<file path="src/verilog/xt_pkg.sv">
`default_nettype none

package xt_pkg;

    // Widths
    localparam int DATA_W = 24;
    localparam int ADDR_W = 16;
    localparam int OPC_W  = 8;

    // Opcode class in the upper nibble
    localparam logic [3:0] OPCLASS_0 = 4'h0;
    localparam logic [3:0] OPCLASS_1 = 4'h1;
    localparam logic [3:0] OPCLASS_2 = 4'h2;
    localparam logic [3:0] OPCLASS_3 = 4'h3;
    localparam logic [3:0] OPCLASS_4 = 4'h4;
    localparam logic [3:0] OPCLASS_5 = 4'h5;
    localparam logic [3:0] OPCLASS_6 = 4'h6;
    localparam logic [3:0] OPCLASS_7 = 4'h7;
    localparam logic [3:0] OPCLASS_9 = 4'h9;
    localparam logic [3:0] OPCLASS_F = 4'hF;

    // Control-flow subops of class 6
    localparam logic [3:0] SUBOP_BTP   = 4'h0;
    localparam logic [3:0] SUBOP_JCCUI = 4'h1;
    localparam logic [3:0] SUBOP_BCCSR = 4'h2;
    localparam logic [3:0] SUBOP_BCCSO = 4'h3;
    localparam logic [3:0] SUBOP_BALSO = 4'h4;
    localparam logic [3:0] SUBOP_JSRUI = 4'h5;
    localparam logic [3:0] SUBOP_BSRSR = 4'h6;
    localparam logic [3:0] SUBOP_BSRSO = 4'h7;
    localparam logic [3:0] SUBOP_RET   = 4'h8;

    // Privileged subop of class 9
    localparam logic [3:0] SUBOP_SETSSP = 4'h3;

    // Full opcodes
    localparam logic [OPC_W-1:0] OPC_NOP      = 8'h00;
    localparam logic [OPC_W-1:0] OPC_CLDCSO   = 8'h4A;
    localparam logic [OPC_W-1:0] OPC_CSTCSO   = 8'h4B;
    localparam logic [OPC_W-1:0] OPC_CR2SR    = 8'h4C;
    localparam logic [OPC_W-1:0] OPC_SR2CR    = 8'h4D;
    localparam logic [OPC_W-1:0] OPC_SRADDSI  = 8'h50;
    localparam logic [OPC_W-1:0] OPC_SRSUBSI  = 8'h51;
    localparam logic [OPC_W-1:0] OPC_SRLDSO   = 8'h52;
    localparam logic [OPC_W-1:0] OPC_SRSTSO   = 8'h53;
    localparam logic [OPC_W-1:0] OPC_SRMOVUR  = 8'h54;
    localparam logic [OPC_W-1:0] OPC_SRMOVAUR = 8'h55;
    localparam logic [OPC_W-1:0] OPC_SRJCCSO  = 8'h56;
    localparam logic [OPC_W-1:0] OPC_JCCUI    = {OPCLASS_6, SUBOP_JCCUI};
    localparam logic [OPC_W-1:0] OPC_BCCSR    = {OPCLASS_6, SUBOP_BCCSR};
    localparam logic [OPC_W-1:0] OPC_BALSO    = {OPCLASS_6, SUBOP_BALSO};

    // Special registers
    localparam logic [1:0] SR_IDX_LR  = 2'd0;
    localparam logic [1:0] SR_IDX_SSP = 2'd1;
    localparam logic [1:0] SR_IDX_PC  = 2'd2;

    // Capability fields
    localparam logic [3:0] CR_FLD_BASE  = 4'd0;
    localparam logic [3:0] CR_FLD_LEN   = 4'd1;
    localparam logic [3:0] CR_FLD_CUR   = 4'd2;
    localparam logic [3:0] CR_FLD_PERMS = 4'd3;
    localparam logic [3:0] CR_FLD_ATTR  = 4'd4;
    localparam logic [3:0] CR_FLD_TAG   = 4'd5;

    // Each field slot is producer, NOP gap, consumer
    localparam int CAP_NOP_GAP  = 6;
    localparam int CAP_FIELDS   = 6;
    localparam int CAP_SLOT     = CAP_NOP_GAP + 2;
    // Two address setup micro-ops come first
    localparam int CAP_SEQ_LEN  = 2 + CAP_FIELDS * CAP_SLOT;
    localparam int CALL_SEQ_LEN = 4;
    localparam int RET_SEQ_LEN  = 3;
    localparam int SEQ_IDX_W    = 6;

    typedef enum logic [2:0] {
        SEQ_NONE,
        SEQ_JSR,
        SEQ_BSR_REG,
        SEQ_BSR_OFS,
        SEQ_RET,
        SEQ_CLD,
        SEQ_CST
    } xt_seq_kind_t;

    // One instruction word seen through its micro-op formats
    typedef union packed {
        struct packed {
            struct packed {logic [3:0] opclass; logic [3:0] subop;} opc;
            logic [1:0]  tgt_sr;
            logic [13:0] imm14;
        } sr_imm14;
        struct packed {
            struct packed {logic [3:0] opclass; logic [3:0] subop;} opc;
            logic [1:0]  tgt_sr;
            logic [1:0]  src_sr;
            logic [11:0] imm12;
        } sr_sr_imm12;
        struct packed {
            struct packed {logic [3:0] opclass; logic [3:0] subop;} opc;
            logic [1:0]  tgt_sr;
            logic [3:0]  cc;
            logic [9:0]  imm10;
        } sr_cc_imm10;
        // CLD/CST keep CRt in tgt, CRs in src and the offset in the low 10 bits
        struct packed {
            struct packed {logic [3:0] opclass; logic [3:0] subop;} opc;
            logic [1:0]  tgt;
            logic [1:0]  src;
            logic [3:0]  fld;
            logic [7:0]  pad;
        } cr_move;
        struct packed {
            struct packed {logic [3:0] opclass; logic [3:0] subop;} opc;
            logic [3:0]  cc;
            logic [11:0] imm12;
        } cc_imm12;
        struct packed {
            struct packed {logic [3:0] opclass; logic [3:0] subop;} opc;
            logic [3:0]  tgt_dr;
            logic [3:0]  cc;
            logic [7:0]  pad;
        } dr_cc;
        struct packed {
            struct packed {logic [3:0] opclass; logic [3:0] subop;} opc;
            logic [15:0] imm16;
        } imm16;
    } xt_word_t;

endpackage

`default_nettype wire

</file>
<file path="src/verilog/xt_macro_decode.sv">
`default_nettype none

module xt_macro_decode
    import xt_pkg::*;
(
    input  xt_word_t     instr,
    output xt_seq_kind_t seq_kind,
    output xt_word_t     direct_word
);

    logic [3:0]       opclass;
    logic [3:0]       subop;
    logic [OPC_W-1:0] opcode;

    assign opclass = instr.imm16.opc.opclass;
    assign subop   = instr.imm16.opc.subop;
    assign opcode  = instr.imm16.opc;

    always_comb begin
        seq_kind    = SEQ_NONE;
        direct_word = instr;
        case (opclass)
            OPCLASS_0, OPCLASS_1, OPCLASS_2, OPCLASS_3,
            OPCLASS_4, OPCLASS_5, OPCLASS_7, OPCLASS_F: begin
                // Capability moves expand, everything else passes
                if (opcode == OPC_CLDCSO) begin
                    seq_kind    = SEQ_CLD;
                    direct_word = '0;
                end else if (opcode == OPC_CSTCSO) begin
                    seq_kind    = SEQ_CST;
                    direct_word = '0;
                end
            end
            OPCLASS_6: begin
                case (subop)
                    SUBOP_BTP: begin
                        direct_word = '0;
                        direct_word.imm16.opc = OPC_NOP;
                    end
                    SUBOP_JCCUI, SUBOP_BCCSR, SUBOP_BCCSO, SUBOP_BALSO: begin
                        direct_word = instr;
                    end
                    SUBOP_JSRUI: begin
                        seq_kind    = SEQ_JSR;
                        direct_word = '0;
                    end
                    SUBOP_BSRSR: begin
                        seq_kind    = SEQ_BSR_REG;
                        direct_word = '0;
                    end
                    SUBOP_BSRSO: begin
                        seq_kind    = SEQ_BSR_OFS;
                        direct_word = '0;
                    end
                    SUBOP_RET: begin
                        seq_kind    = SEQ_RET;
                        direct_word = '0;
                    end
                    // Unknown control flow becomes a NOP
                    default: begin
                        direct_word = '0;
                    end
                endcase
            end
            OPCLASS_9: begin
                // SETSSP is a move of the source SR into SSP
                if (subop == SUBOP_SETSSP) begin
                    direct_word                    = '0;
                    direct_word.sr_sr_imm12.opc    = OPC_SRMOVAUR;
                    direct_word.sr_sr_imm12.tgt_sr = SR_IDX_SSP;
                    direct_word.sr_sr_imm12.src_sr = instr.sr_sr_imm12.tgt_sr;
                end
            end
            default: begin
                direct_word = '0;
            end
        endcase
    end

endmodule

`default_nettype wire

</file>
<file path="src/verilog/xt_uop_gen.sv">
`default_nettype none

module xt_uop_gen
    import xt_pkg::*;
(
    input  xt_seq_kind_t         kind,
    input  logic [SEQ_IDX_W-1:0] idx,
    input  xt_word_t             macro,
    output xt_word_t             uop,
    output logic                 uop_last
);

    logic [SEQ_IDX_W-1:0] cap_rel;
    logic [2:0]           fld_k;
    logic [2:0]           slot_s;
    logic [3:0]           fld_code;
    logic [11:0]          fld_ofs;
    logic [13:0]          ea_ofs;

    // Field order of a capability transfer
    function automatic logic [3:0] cap_field(input logic [2:0] k);
        case (k)
            3'd0:    cap_field = CR_FLD_BASE;
            3'd1:    cap_field = CR_FLD_LEN;
            3'd2:    cap_field = CR_FLD_CUR;
            3'd3:    cap_field = CR_FLD_PERMS;
            3'd4:    cap_field = CR_FLD_ATTR;
            default: cap_field = CR_FLD_TAG;
        endcase
    endfunction

    // Field slots start after the two address setup micro-ops
    assign cap_rel  = idx - SEQ_IDX_W'(2);
    assign fld_k    = 3'(cap_rel / CAP_SLOT);
    assign slot_s   = 3'(cap_rel % CAP_SLOT);
    assign fld_code = cap_field(fld_k);
    // Fields sit two bytes apart in memory
    assign fld_ofs  = {8'b0, fld_k, 1'b0};
    assign ea_ofs   = {{4{macro.sr_cc_imm10.imm10[9]}}, macro.sr_cc_imm10.imm10};

    always_comb begin
        uop      = '0;
        uop_last = 1'b0;
        case (kind)
            SEQ_JSR, SEQ_BSR_REG, SEQ_BSR_OFS: begin
                uop_last = (idx == SEQ_IDX_W'(CALL_SEQ_LEN - 1));
                case (idx)
                    'd0: begin
                        uop.sr_imm14.opc    = OPC_SRSUBSI;
                        uop.sr_imm14.tgt_sr = SR_IDX_SSP;
                        uop.sr_imm14.imm14  = 14'd2;
                    end
                    'd1: begin
                        uop.sr_sr_imm12.opc    = OPC_SRSTSO;
                        uop.sr_sr_imm12.tgt_sr = SR_IDX_SSP;
                        uop.sr_sr_imm12.src_sr = SR_IDX_LR;
                    end
                    'd2: begin
                        uop.sr_sr_imm12.opc    = OPC_SRMOVUR;
                        uop.sr_sr_imm12.tgt_sr = SR_IDX_LR;
                        uop.sr_sr_imm12.src_sr = SR_IDX_PC;
                    end
                    'd3: begin
                        if (kind == SEQ_JSR) begin
                            uop.cc_imm12.opc   = OPC_JCCUI;
                            uop.cc_imm12.imm12 = macro.cc_imm12.imm12;
                        end else if (kind == SEQ_BSR_REG) begin
                            uop.dr_cc.opc    = OPC_BCCSR;
                            uop.dr_cc.tgt_dr = macro.dr_cc.tgt_dr;
                        end else begin
                            uop.imm16.opc   = OPC_BALSO;
                            uop.imm16.imm16 = macro.imm16.imm16;
                        end
                    end
                    default: uop = '0;
                endcase
            end
            SEQ_RET: begin
                uop_last = (idx == SEQ_IDX_W'(RET_SEQ_LEN - 1));
                case (idx)
                    'd0: begin
                        uop.sr_imm14.opc    = OPC_SRADDSI;
                        uop.sr_imm14.tgt_sr = SR_IDX_SSP;
                        uop.sr_imm14.imm14  = 14'd2;
                    end
                    'd1: begin
                        // Return address sits just below the popped SSP
                        uop.sr_sr_imm12.opc    = OPC_SRLDSO;
                        uop.sr_sr_imm12.tgt_sr = SR_IDX_LR;
                        uop.sr_sr_imm12.src_sr = SR_IDX_SSP;
                        uop.sr_sr_imm12.imm12  = 12'hFFE;
                    end
                    'd2: begin
                        uop.sr_cc_imm10.opc    = OPC_SRJCCSO;
                        uop.sr_cc_imm10.tgt_sr = SR_IDX_LR;
                        uop.sr_cc_imm10.imm10  = 10'd1;
                    end
                    default: uop = '0;
                endcase
            end
            SEQ_CLD, SEQ_CST: begin
                uop_last = (idx == SEQ_IDX_W'(CAP_SEQ_LEN - 1));
                if (idx == SEQ_IDX_W'(0)) begin
                    // LR gets the cursor of the memory-side capability
                    uop.cr_move.opc = OPC_CR2SR;
                    uop.cr_move.tgt = SR_IDX_LR;
                    uop.cr_move.src = (kind == SEQ_CLD) ? macro.cr_move.src : macro.cr_move.tgt;
                    uop.cr_move.fld = CR_FLD_CUR;
                end else if (idx == SEQ_IDX_W'(1)) begin
                    uop.sr_imm14.opc    = OPC_SRADDSI;
                    uop.sr_imm14.tgt_sr = SR_IDX_LR;
                    uop.sr_imm14.imm14  = ea_ofs;
                end else if (slot_s == 3'd0) begin
                    if (kind == SEQ_CLD) begin
                        uop.sr_sr_imm12.opc    = OPC_SRLDSO;
                        uop.sr_sr_imm12.tgt_sr = SR_IDX_SSP;
                        uop.sr_sr_imm12.src_sr = SR_IDX_LR;
                        uop.sr_sr_imm12.imm12  = fld_ofs;
                    end else begin
                        uop.cr_move.opc = OPC_CR2SR;
                        uop.cr_move.tgt = SR_IDX_SSP;
                        uop.cr_move.src = macro.cr_move.src;
                        uop.cr_move.fld = fld_code;
                    end
                end else if (slot_s == 3'(CAP_NOP_GAP + 1)) begin
                    if (kind == SEQ_CLD) begin
                        uop.cr_move.opc = OPC_SR2CR;
                        uop.cr_move.tgt = macro.cr_move.tgt;
                        uop.cr_move.src = SR_IDX_SSP;
                        uop.cr_move.fld = fld_code;
                    end else begin
                        uop.sr_sr_imm12.opc    = OPC_SRSTSO;
                        uop.sr_sr_imm12.tgt_sr = SR_IDX_LR;
                        uop.sr_sr_imm12.src_sr = SR_IDX_SSP;
                        uop.sr_sr_imm12.imm12  = fld_ofs;
                    end
                end
                // Gap slots stay all zero
            end
            default: begin
                uop      = '0;
                uop_last = 1'b0;
            end
        endcase
    end

endmodule

`default_nettype wire

</file>
<file path="src/verilog/xt_sequencer.sv">
`default_nettype none

module xt_sequencer
    import xt_pkg::*;
(
    input  logic                 iw_clk,
    input  logic                 iw_rst,
    input  logic [ADDR_W-1:0]    pc,
    input  xt_word_t             instr,
    input  logic                 flush,
    input  logic                 stall,
    input  xt_seq_kind_t         seq_kind,
    input  xt_word_t             direct_word,
    input  xt_word_t             uop,
    input  logic                 uop_last,
    output xt_seq_kind_t         gen_kind,
    output logic [SEQ_IDX_W-1:0] gen_idx,
    output xt_word_t             gen_word,
    output logic [ADDR_W-1:0]    out_pc,
    output xt_word_t             out_instr,
    output logic                 hold
);

    logic                 busy;
    logic [SEQ_IDX_W-1:0] idx;
    xt_seq_kind_t         kind_q;
    xt_word_t             macro_q;
    logic [ADDR_W-1:0]    pc_q;

    logic                 advance;
    logic                 start;
    logic [ADDR_W-1:0]    next_pc;
    xt_word_t             next_instr;

    // Generator works on the held macro while busy, else on the live word
    assign gen_kind = busy ? kind_q : seq_kind;
    assign gen_idx  = busy ? idx : '0;
    assign gen_word = busy ? macro_q : instr;

    assign advance = !flush && !stall;
    assign start   = !busy && (seq_kind != SEQ_NONE);

    // All micro-ops of a sequence carry the macro PC
    assign next_pc    = busy ? pc_q : pc;
    assign next_instr = (busy || start) ? uop : direct_word;

    // Upstream keeps its word while the rest of the sequence is emitted
    assign hold = busy;

    always_ff @(posedge iw_clk or posedge iw_rst) begin
        if (iw_rst) begin
            busy      <= 1'b0;
            idx       <= '0;
            kind_q    <= SEQ_NONE;
            out_pc    <= '0;
            out_instr <= '0;
        end else if (flush) begin
            busy      <= 1'b0;
            idx       <= '0;
            kind_q    <= SEQ_NONE;
            out_pc    <= '0;
            out_instr <= '0;
        end else if (!stall) begin
            out_pc    <= next_pc;
            out_instr <= next_instr;
            if (busy) begin
                if (uop_last) begin
                    busy   <= 1'b0;
                    idx    <= '0;
                    kind_q <= SEQ_NONE;
                end else begin
                    idx <= idx + SEQ_IDX_W'(1);
                end
            end else if (start) begin
                // Micro-op 0 goes out now, the rest follow from index 1
                busy   <= 1'b1;
                idx    <= SEQ_IDX_W'(1);
                kind_q <= seq_kind;
            end
        end
    end

    always_ff @(posedge iw_clk) begin
        if (advance && start) begin
            macro_q <= instr;
            pc_q    <= pc;
        end
    end

endmodule

`default_nettype wire

</file>
<file path="src/verilog/xt_stage.sv">
`default_nettype none

module xt_stage
    import xt_pkg::*;
(
    input  logic              iw_clk,
    input  logic              iw_rst,
    input  logic [ADDR_W-1:0] iw_pc,
    input  logic [DATA_W-1:0] iw_instr,
    input  logic              iw_flush,
    input  logic              iw_stall,
    output logic [ADDR_W-1:0] ow_pc,
    output logic [DATA_W-1:0] ow_instr,
    output logic              ow_hold
);

    xt_seq_kind_t         seq_kind;
    xt_word_t             direct_word;
    xt_seq_kind_t         gen_kind;
    logic [SEQ_IDX_W-1:0] gen_idx;
    xt_word_t             gen_word;
    xt_word_t             uop;
    logic                 uop_last;

    xt_macro_decode u_decode (
        .instr       (iw_instr),
        .seq_kind    (seq_kind),
        .direct_word (direct_word)
    );

    xt_uop_gen u_gen (
        .kind     (gen_kind),
        .idx      (gen_idx),
        .macro    (gen_word),
        .uop      (uop),
        .uop_last (uop_last)
    );

    xt_sequencer u_seq (
        .iw_clk      (iw_clk),
        .iw_rst      (iw_rst),
        .pc          (iw_pc),
        .instr       (iw_instr),
        .flush       (iw_flush),
        .stall       (iw_stall),
        .seq_kind    (seq_kind),
        .direct_word (direct_word),
        .uop         (uop),
        .uop_last    (uop_last),
        .gen_kind    (gen_kind),
        .gen_idx     (gen_idx),
        .gen_word    (gen_word),
        .out_pc      (ow_pc),
        .out_instr   (ow_instr),
        .hold        (ow_hold)
    );

endmodule

`default_nettype wire

</file>
<file path="config.mk">
export PLATFORM = sky130hd
export DESIGN_NAME = xt_stage
export DESIGN_NICKNAME = d
export VERILOG_FILES = /design/src/verilog/xt_pkg.sv /design/src/verilog/xt_macro_decode.sv /design/src/verilog/xt_uop_gen.sv /design/src/verilog/xt_sequencer.sv /design/src/verilog/xt_stage.sv
export SDC_FILE = /design/constraint.sdc
export NUM_CORES = 1
export LEC_CHECK = 0
export BUFFER_PORTS_ARGS = -buffer_cell sky130_fd_sc_hd__buf_4
export CAP_MARGIN = 20
export CORE_ASPECT_RATIO = 1.4
export CORE_UTILIZATION = 40
export DETAILED_ROUTE_END_ITERATION = 12
export SLEW_MARGIN = 25
export SYNTH_ARGS = -nofsm -noshare
export SYNTH_HDL_FRONTEND = slang
export SYNTH_SLANG_ARGS = --single-unit
export TNS_END_PERCENT = 100
</file>
<file path="constraint.sdc">
create_clock -name iw_clk -period 4.6 [get_ports iw_clk]
set_input_delay 1.15 -clock iw_clk [delete_from_list [all_inputs] [get_ports iw_clk]]
set_output_delay 1.15 -clock iw_clk [all_outputs]
set_load 0.005 [all_outputs]
</file>
# == Yosys cells after proc, flatten, opt, wreduce, memory -nomap -nowiden ==
# Cells that the tools add are included.
# totals
regBits,82
inputBits,44
elab_cells,120
# classes
addsub,2
n_reduce_logical,19
eq_ne,36
mux,56
# ops
operator,count
$mux W24,9
$pmux W24 S3,2
$mux W16,5
$pmux W12 S4,1
$mux W6,6
$eq A4 B3 Y1 const B,8
$pmux W10 S3,1
$mux W3,9
$pmux W9 S3,1
$mux W13,2
$mux W12,2
$pmux W12 S2,1
$mux W23,1
$eq A4 B2 Y1 const B,4
$eq A8 B7 Y1 const B,2
$mux W8,2
$eq A3 B3 Y1 const B,5
$pmux W3 S5,1
$eq A3 B2 Y1 const B,4
$eq A4 B4 Y1 const B,3
$eq A6 B2 Y1 const B,2
$mux W4,3
$pmux W3 S4,1
$eq A4 B1 Y1 const B,2
other kinds (25),36

# == Longest topological paths before layout ==
# depth
depth_word,15
mapped_depth,13
ltp_nobuf,9

# == By module ==
# From an unflattened synthesis, not the netlist that was laid out.
# unflattened
hier_cells,577
hier_area_um2,5532.8
# by_module_without_submodules
mod,cells_per_inst,instances,seq_area_each_um2,area_each_um2
xt_sequencer,360,1,2452.4,4068.9
xt_uop_gen,150,1,0.0,974.7
xt_macro_decode,67,1,0.0,489.2

# == Least setup slack after synthesis ==
# No wires, ideal clock.
# synth_timing
kind,in2reg
startpoint,input port iw_instr[17]
endpoint,"register u_seq.macro_q[0] (netlist name), enable pin"
t_required_ns,4.139
setup_slack_ns,0.141
t_arrival_ns,3.998
path_stages,6
cell_sequence,buf_2 -> nor4b_2 -> o21ai_1 -> nand2_1 -> nand2_1 -> nor3_1
# synth_between
elab_chain_len,7
word_cells_on_any_way,13
# synth_lines
item,line,text
"start, declared",xt_stage.sv:9,"input logic [DATA_W-1:0] iw_instr,"
$eq A8 B7 Y1,xt_macro_decode.sv:29,end else if (opcode == OPC_CSTCSO) begin
$mux W3,xt_macro_decode.sv:29,
$mux W3,xt_macro_decode.sv:26,if (opcode == OPC_CLDCSO) begin
$pmux W3 S2 *,xt_macro_decode.sv:22,case (opclass)
$reduce_bool A3 Y1 *,xt_sequencer.sv:41,assign start = !busy && (seq_kind != SEQ_NONE);
$logic_and A1 B1 Y1 *,xt_sequencer.sv:41,
$logic_and A1 B1 Y1 *,xt_sequencer.sv:84,if (advance && start) begin
"end signal, assigned",xt_sequencer.sv:85,macro_q <= instr;
"end, declared",xt_sequencer.sv:27,xt_word_t macro_q;
# Every way passes the cells marked *; elsewhere a longest branch is shown, timed or not.
# A chain may end at the register's enable or synchronous reset.

# == Worst setup path in the final report ==
# layout_timing
startpoint,input port iw_instr[21]
endpoint,register u_seq.out_instr[1] (netlist name)
# layout_between
elab_chain_len,15
word_cells_on_any_way,44
# layout_lines
item,line,text
$eq A8 B7 Y1,xt_macro_decode.sv:29,
$mux W3,xt_macro_decode.sv:29,
$mux W3,xt_macro_decode.sv:26,
$pmux W3 S2,xt_macro_decode.sv:22,
$mux W3,xt_sequencer.sv:36,assign gen_kind = busy ? kind_q : seq_kind;
$eq A3 B3 Y1,"xt_uop_gen.sv:44, xt_uop_gen.sv:114, xt_uop_gen.sv:126",
$mux W4,xt_uop_gen.sv:126,if (kind == SEQ_CLD) begin
$mux W23,xt_uop_gen.sv:125,end else if (slot_s == 3'(CAP_NOP_GAP + 1)) begin
$mux W24,xt_uop_gen.sv:113,end else if (slot_s == 3'd0) begin
$mux W24,xt_uop_gen.sv:109,end else if (idx == SEQ_IDX_W'(1)) begin
$mux W8,xt_uop_gen.sv:103,if (idx == SEQ_IDX_W'(0)) begin
$pmux W24 S3,xt_uop_gen.sv:44,case (kind)
$mux W24 *,xt_sequencer.sv:45,assign next_instr = (busy || start) ? uop : direct_word;
$mux W24 *,xt_sequencer.sv:63,end else if (!stall) begin
$mux W24 *,xt_sequencer.sv:57,end else if (flush) begin
"end signal, assigned",xt_sequencer.sv:65,out_instr <= next_instr;
"end, declared",xt_sequencer.sv:20,"output xt_word_t out_instr,"
# Every way passes the cells marked *; elsewhere a longest branch is shown, timed or not. The select of a mux whose other input is x is not followed.

==> out/qor.txt <==
Result of the run: finished, final reports clean
Vias in the first global route: 4410
Setup fix buffers added after clock tree synthesis: 0
Area of the core region: 0.01237 mm2
Wire length of the first global-routing pass: 23720 um
Final setup fails: 0
Vertical die dimension: 135.3 um
Yosys warns: 0
RSZ-0062 raised after global routing: false
Top cell types by occurrence after synthesis: 74 x sky130_fd_sc_hd__nor2_1, 50 x sky130_fd_sc_hd__dfrtp_1, 50 x sky130_fd_sc_hd__nand2_1
Nets: 658
Cell-internal power: 1.254 mW
Finished Layout Cells: 767
Clock Root Buffer: sky130_fd_sc_hd__clkbuf_16
Post-synthesis sequential area ratio: 0.4358
Chip Width: 97.21 um
Peak supply drop: 0.0001904 V
Post-detailed-route DRC marker count: 0
Element type at the critical path start: primary input
Synth top area share: 0.2465
Sinks on Clock Net: 82
Post-layout minimum cycle time: 3.133 ns
Worst Path Required: 4.80 ns
Comb power frac: 0.118
CTS H-Tree Depth: 3
Post-synth ARST share: 0.6098
Die area: 0.01315 mm2
Critical path class: primary input to flip-flop
Overall overflow remaining after global route: 0
Primary FF master, synth: sky130_fd_sc_hd__dfrtp_1
Data arrival, critical path: 3.33 ns
Final antenna-violating net count: 0
Clk slew on worst S/H paths: 0.07 ns
Critical Path Sink Type: flip-flop
Number of port buffers: 84
Fraction of power consumed by sequential logic: 0.464
I/O pin count: 85
Chain of cells forming the critical path: buf_4 -> nor3b_2 -> a32o_1 -> a21oi_2 -> or3_4 -> a21oi_2 -> a2bb2oi_1 -> a41oi_1
Number of buffers added by the clock tree synthesis step: 9
Unique masters post-synth: 78
Fraction of final layout cells with drive strength greater than 1: 0.2172
Leakage power of the design: 2.443 nW
Estimated wirelength of the detail-placed design: 10740 um
DR WL/cell: 19.44 um
Max clock buf depth: 2
Antenna fix cells: 0
Crit path max-delay cell type: sky130_fd_sc_hd__a21oi_2
Count of routing violations after the opening detailed-route iteration: 227
Slew at the pin closest to its max-slew limit: 0.7757 ns
Placed cell count: 751
Power per standard cell area: 283.1 mW/mm2
Slew margin rel.: 0.4829
Final clock skew: 0.01258 ns
Maximum capacitance violations: 0
Drt pass-1 iters: 4
Post-synthesis average cell area: 9.196 um2
Total routing resource utilization after global routing: 0.2298
Hold Buf Count CTS: 0
Initial Util: 0.4103
Clock latency on the worst-skew pair: 0.35 ns
Cells after synthesis: 552
Cell area after synthesis: 0.005076 mm2
Antenna violations before repair: 0
Critical Path Max Stage Delay: 0.54 ns
Part of the cycle the worst path needs: 0.6812
Fin. max-slew vios: 0
Total of fill cells in the finished design: 1177
Cell types with the largest area share after synthesis: sky130_fd_sc_hd__dfrtp_1 25%, sky130_fd_sc_hd__edfxtp_1 19%, sky130_fd_sc_hd__mux2i_1 6.3%, sky130_fd_sc_hd__nor2_1 5.5%, sky130_fd_sc_hd__a21oi_1 4.5%
Synthesized netlist net count: 598
Routed vias: 4502
Most numerous cell in the Yosys netlist: sky130_fd_sc_hd__nor2_1
Highest clock frequency the design can meet: 0.3191 GHz
Crit-path max FO: 15
Switching component of the power: 0.4577 mW
Setup TNS: 0 ns
Number of gates resized after CTS: 0
Largest net degree at the start of global routing: 50
Vias per cell: 5.870
Hold Violations, Final: 0
Wire length reported by the detailed router: 14910 um
EDFF count, synth: 32
Share of total power consumed by net switching: 0.2674
Synthesis-to-layout area growth: 19.10%
Yosys top cell by area: sky130_fd_sc_hd__dfrtp_1
CTS tree: done
Placement row count: 48
Worst hold slack: 0.4890 ns
CP dominant cell by count: sky130_fd_sc_hd__a21oi_2
Class of the worst hold path: flip-flop to flip-flop
Overall power after layout: 1.712 mW
Clk pwr share: 0.418
Number of flip-flops and latches in the synthesized netlist: 82
Final Wtd Congestion: 0.9295
per-stage QoR:
stage	area [um2]	setup slack [ns]	util
after floorplan	5076	0.1407	-
after global placement	5754	1.168	0.4651
after detailed placement	5754	1.123	0.4651
after CTS	6046	1.475	0.4887
after global routing	6046	1.333	0.4887
final	6046	1.467	0.4887
layer usage:
| layer | vias up | part of all wire | track usage |
|---|---|---|---|
| met5 | - | 0 | 0 |
| met2 | 141 | 0.50 | 0.3928 |
| met4 | 0 | 0.024 | 0.09536 |
| li1 | 2163 | - | - |
| met1 | 2171 | 0.43 | 0.2867 |
| met3 | 27 | 0.050 | 0.04025 |
registers in the layout, indices dropped and copies added, names as in the netlist:
register,cells
u_seq.out_instr,24
u_seq.macro_q,16
u_seq.out_pc,16
u_seq.pc_q,16
u_seq.idx,6
u_seq.kind_q,3
u_seq.hold,1
power by group through the flow:
stage / clock network, mW / registers (mW) / logic (mW)
3_5_place_dp: 0 / 0.809 / 0.204
6_report: 0.715 / 0.794 / 0.202
4_1_cts: 0.729 / 0.794 / 0.205
2_1_floorplan: 0 / 0.807 / 0.110
5_1_grt: 0.757 / 0.796 / 0.224
3_3_place_gp: 0 / 0.809 / 0.201
cells in the final DEF (no fill, tap or decap), types with 6 or more instances in the layout:
master | netlist | routed
sky130_fd_sc_hd__a22oi_1 | 6 | 6
sky130_fd_sc_hd__a22o_1 | 13 | 13
sky130_fd_sc_hd__clkbuf_16 | 0 | 9
sky130_fd_sc_hd__nor3_1 | 18 | 17
sky130_fd_sc_hd__dfrtp_1 | 50 | 49
sky130_fd_sc_hd__buf_4 | 3 | 91
sky130_fd_sc_hd__edfxtp_1 | 32 | 32
sky130_fd_sc_hd__nand2b_1 | 8 | 8
sky130_fd_sc_hd__o21ai_0 | 25 | 25
sky130_fd_sc_hd__nor2_1 | 74 | 74
sky130_fd_sc_hd__a21oi_1 | 46 | 46
sky130_fd_sc_hd__mux2i_1 | 32 | 32
sky130_fd_sc_hd__nor2b_1 | 8 | 8
sky130_fd_sc_hd__a31oi_1 | 10 | 10
sky130_fd_sc_hd__nand3_1 | 11 | 11
sky130_fd_sc_hd__nand2_1 | 50 | 50
sky130_fd_sc_hd__inv_1 | 8 | 7
cells by family after synthesis:
family / Yosys count / share of synthesized area
flip-flops: 82 / 0.4358
AO/OA/AOI/OAI: 164 / 0.2218
AND/OR/NAND/NOR: 214 / 0.2149
adder cells (fa/ha/maj): 2 / 0.004929
multiplexers: 33 / 0.06532
buffers and inverters: 50 / 0.04511
XOR/XNOR: 7 / 0.01208
area by class of cell:
class | count | area (um2) | share of cell area
clock buffers | 9 | 225.2 | 0.03725
inverters | 8 | 30.03 | 0.004967
multi-input cells | 420 | 2640 | 0.4367
clock inverters | 7 | 66.31 | 0.01097
well taps | 150 | 187.7 | 0.03104
repair buffers | 91 | 683.2 | 0.1130
flip-flops and latches | 82 | 2213 | 0.3661
worst paths after layout:
kind | startpoint | end | slack [ns] | depth (start not counted)
worst max-delay path | iw_instr[21] | u_seq.out_instr[1]$_DFFE_PP0P_ | 1.47 | 8
worst min-delay path | u_seq.out_instr[15]$_DFFE_PP0P_ | u_seq.out_instr[15]$_DFFE_PP0P_ | 0.49 | 2
worst max register to register | u_seq.hold$_DFFE_PP0P_ | u_seq.out_instr[17]$_DFFE_PP0P_ | 1.65 | 7
worst min register to register | u_seq.out_instr[15]$_DFFE_PP0P_ | u_seq.out_instr[15]$_DFFE_PP0P_ | 0.49 | 2
max in group asynchronous | iw_rst | u_seq.hold$_DFFE_PP0P_ | 2.98 | 3
min in group asynchronous | iw_rst | u_seq.out_instr[5]$_DFFE_PP0P_ | 0.83 | 2
worst max-delay path: cells and delay by family:
| kind | cells | cell delay [ns] |
|---|---|---|
| buffers and inverters | 1 | 0.17 |
| AND/OR/NAND/NOR | 2 | 0.74 |
| AO/OA/AOI/OAI | 5 | 1.27 |
Power figures use the tool's default switching activity.
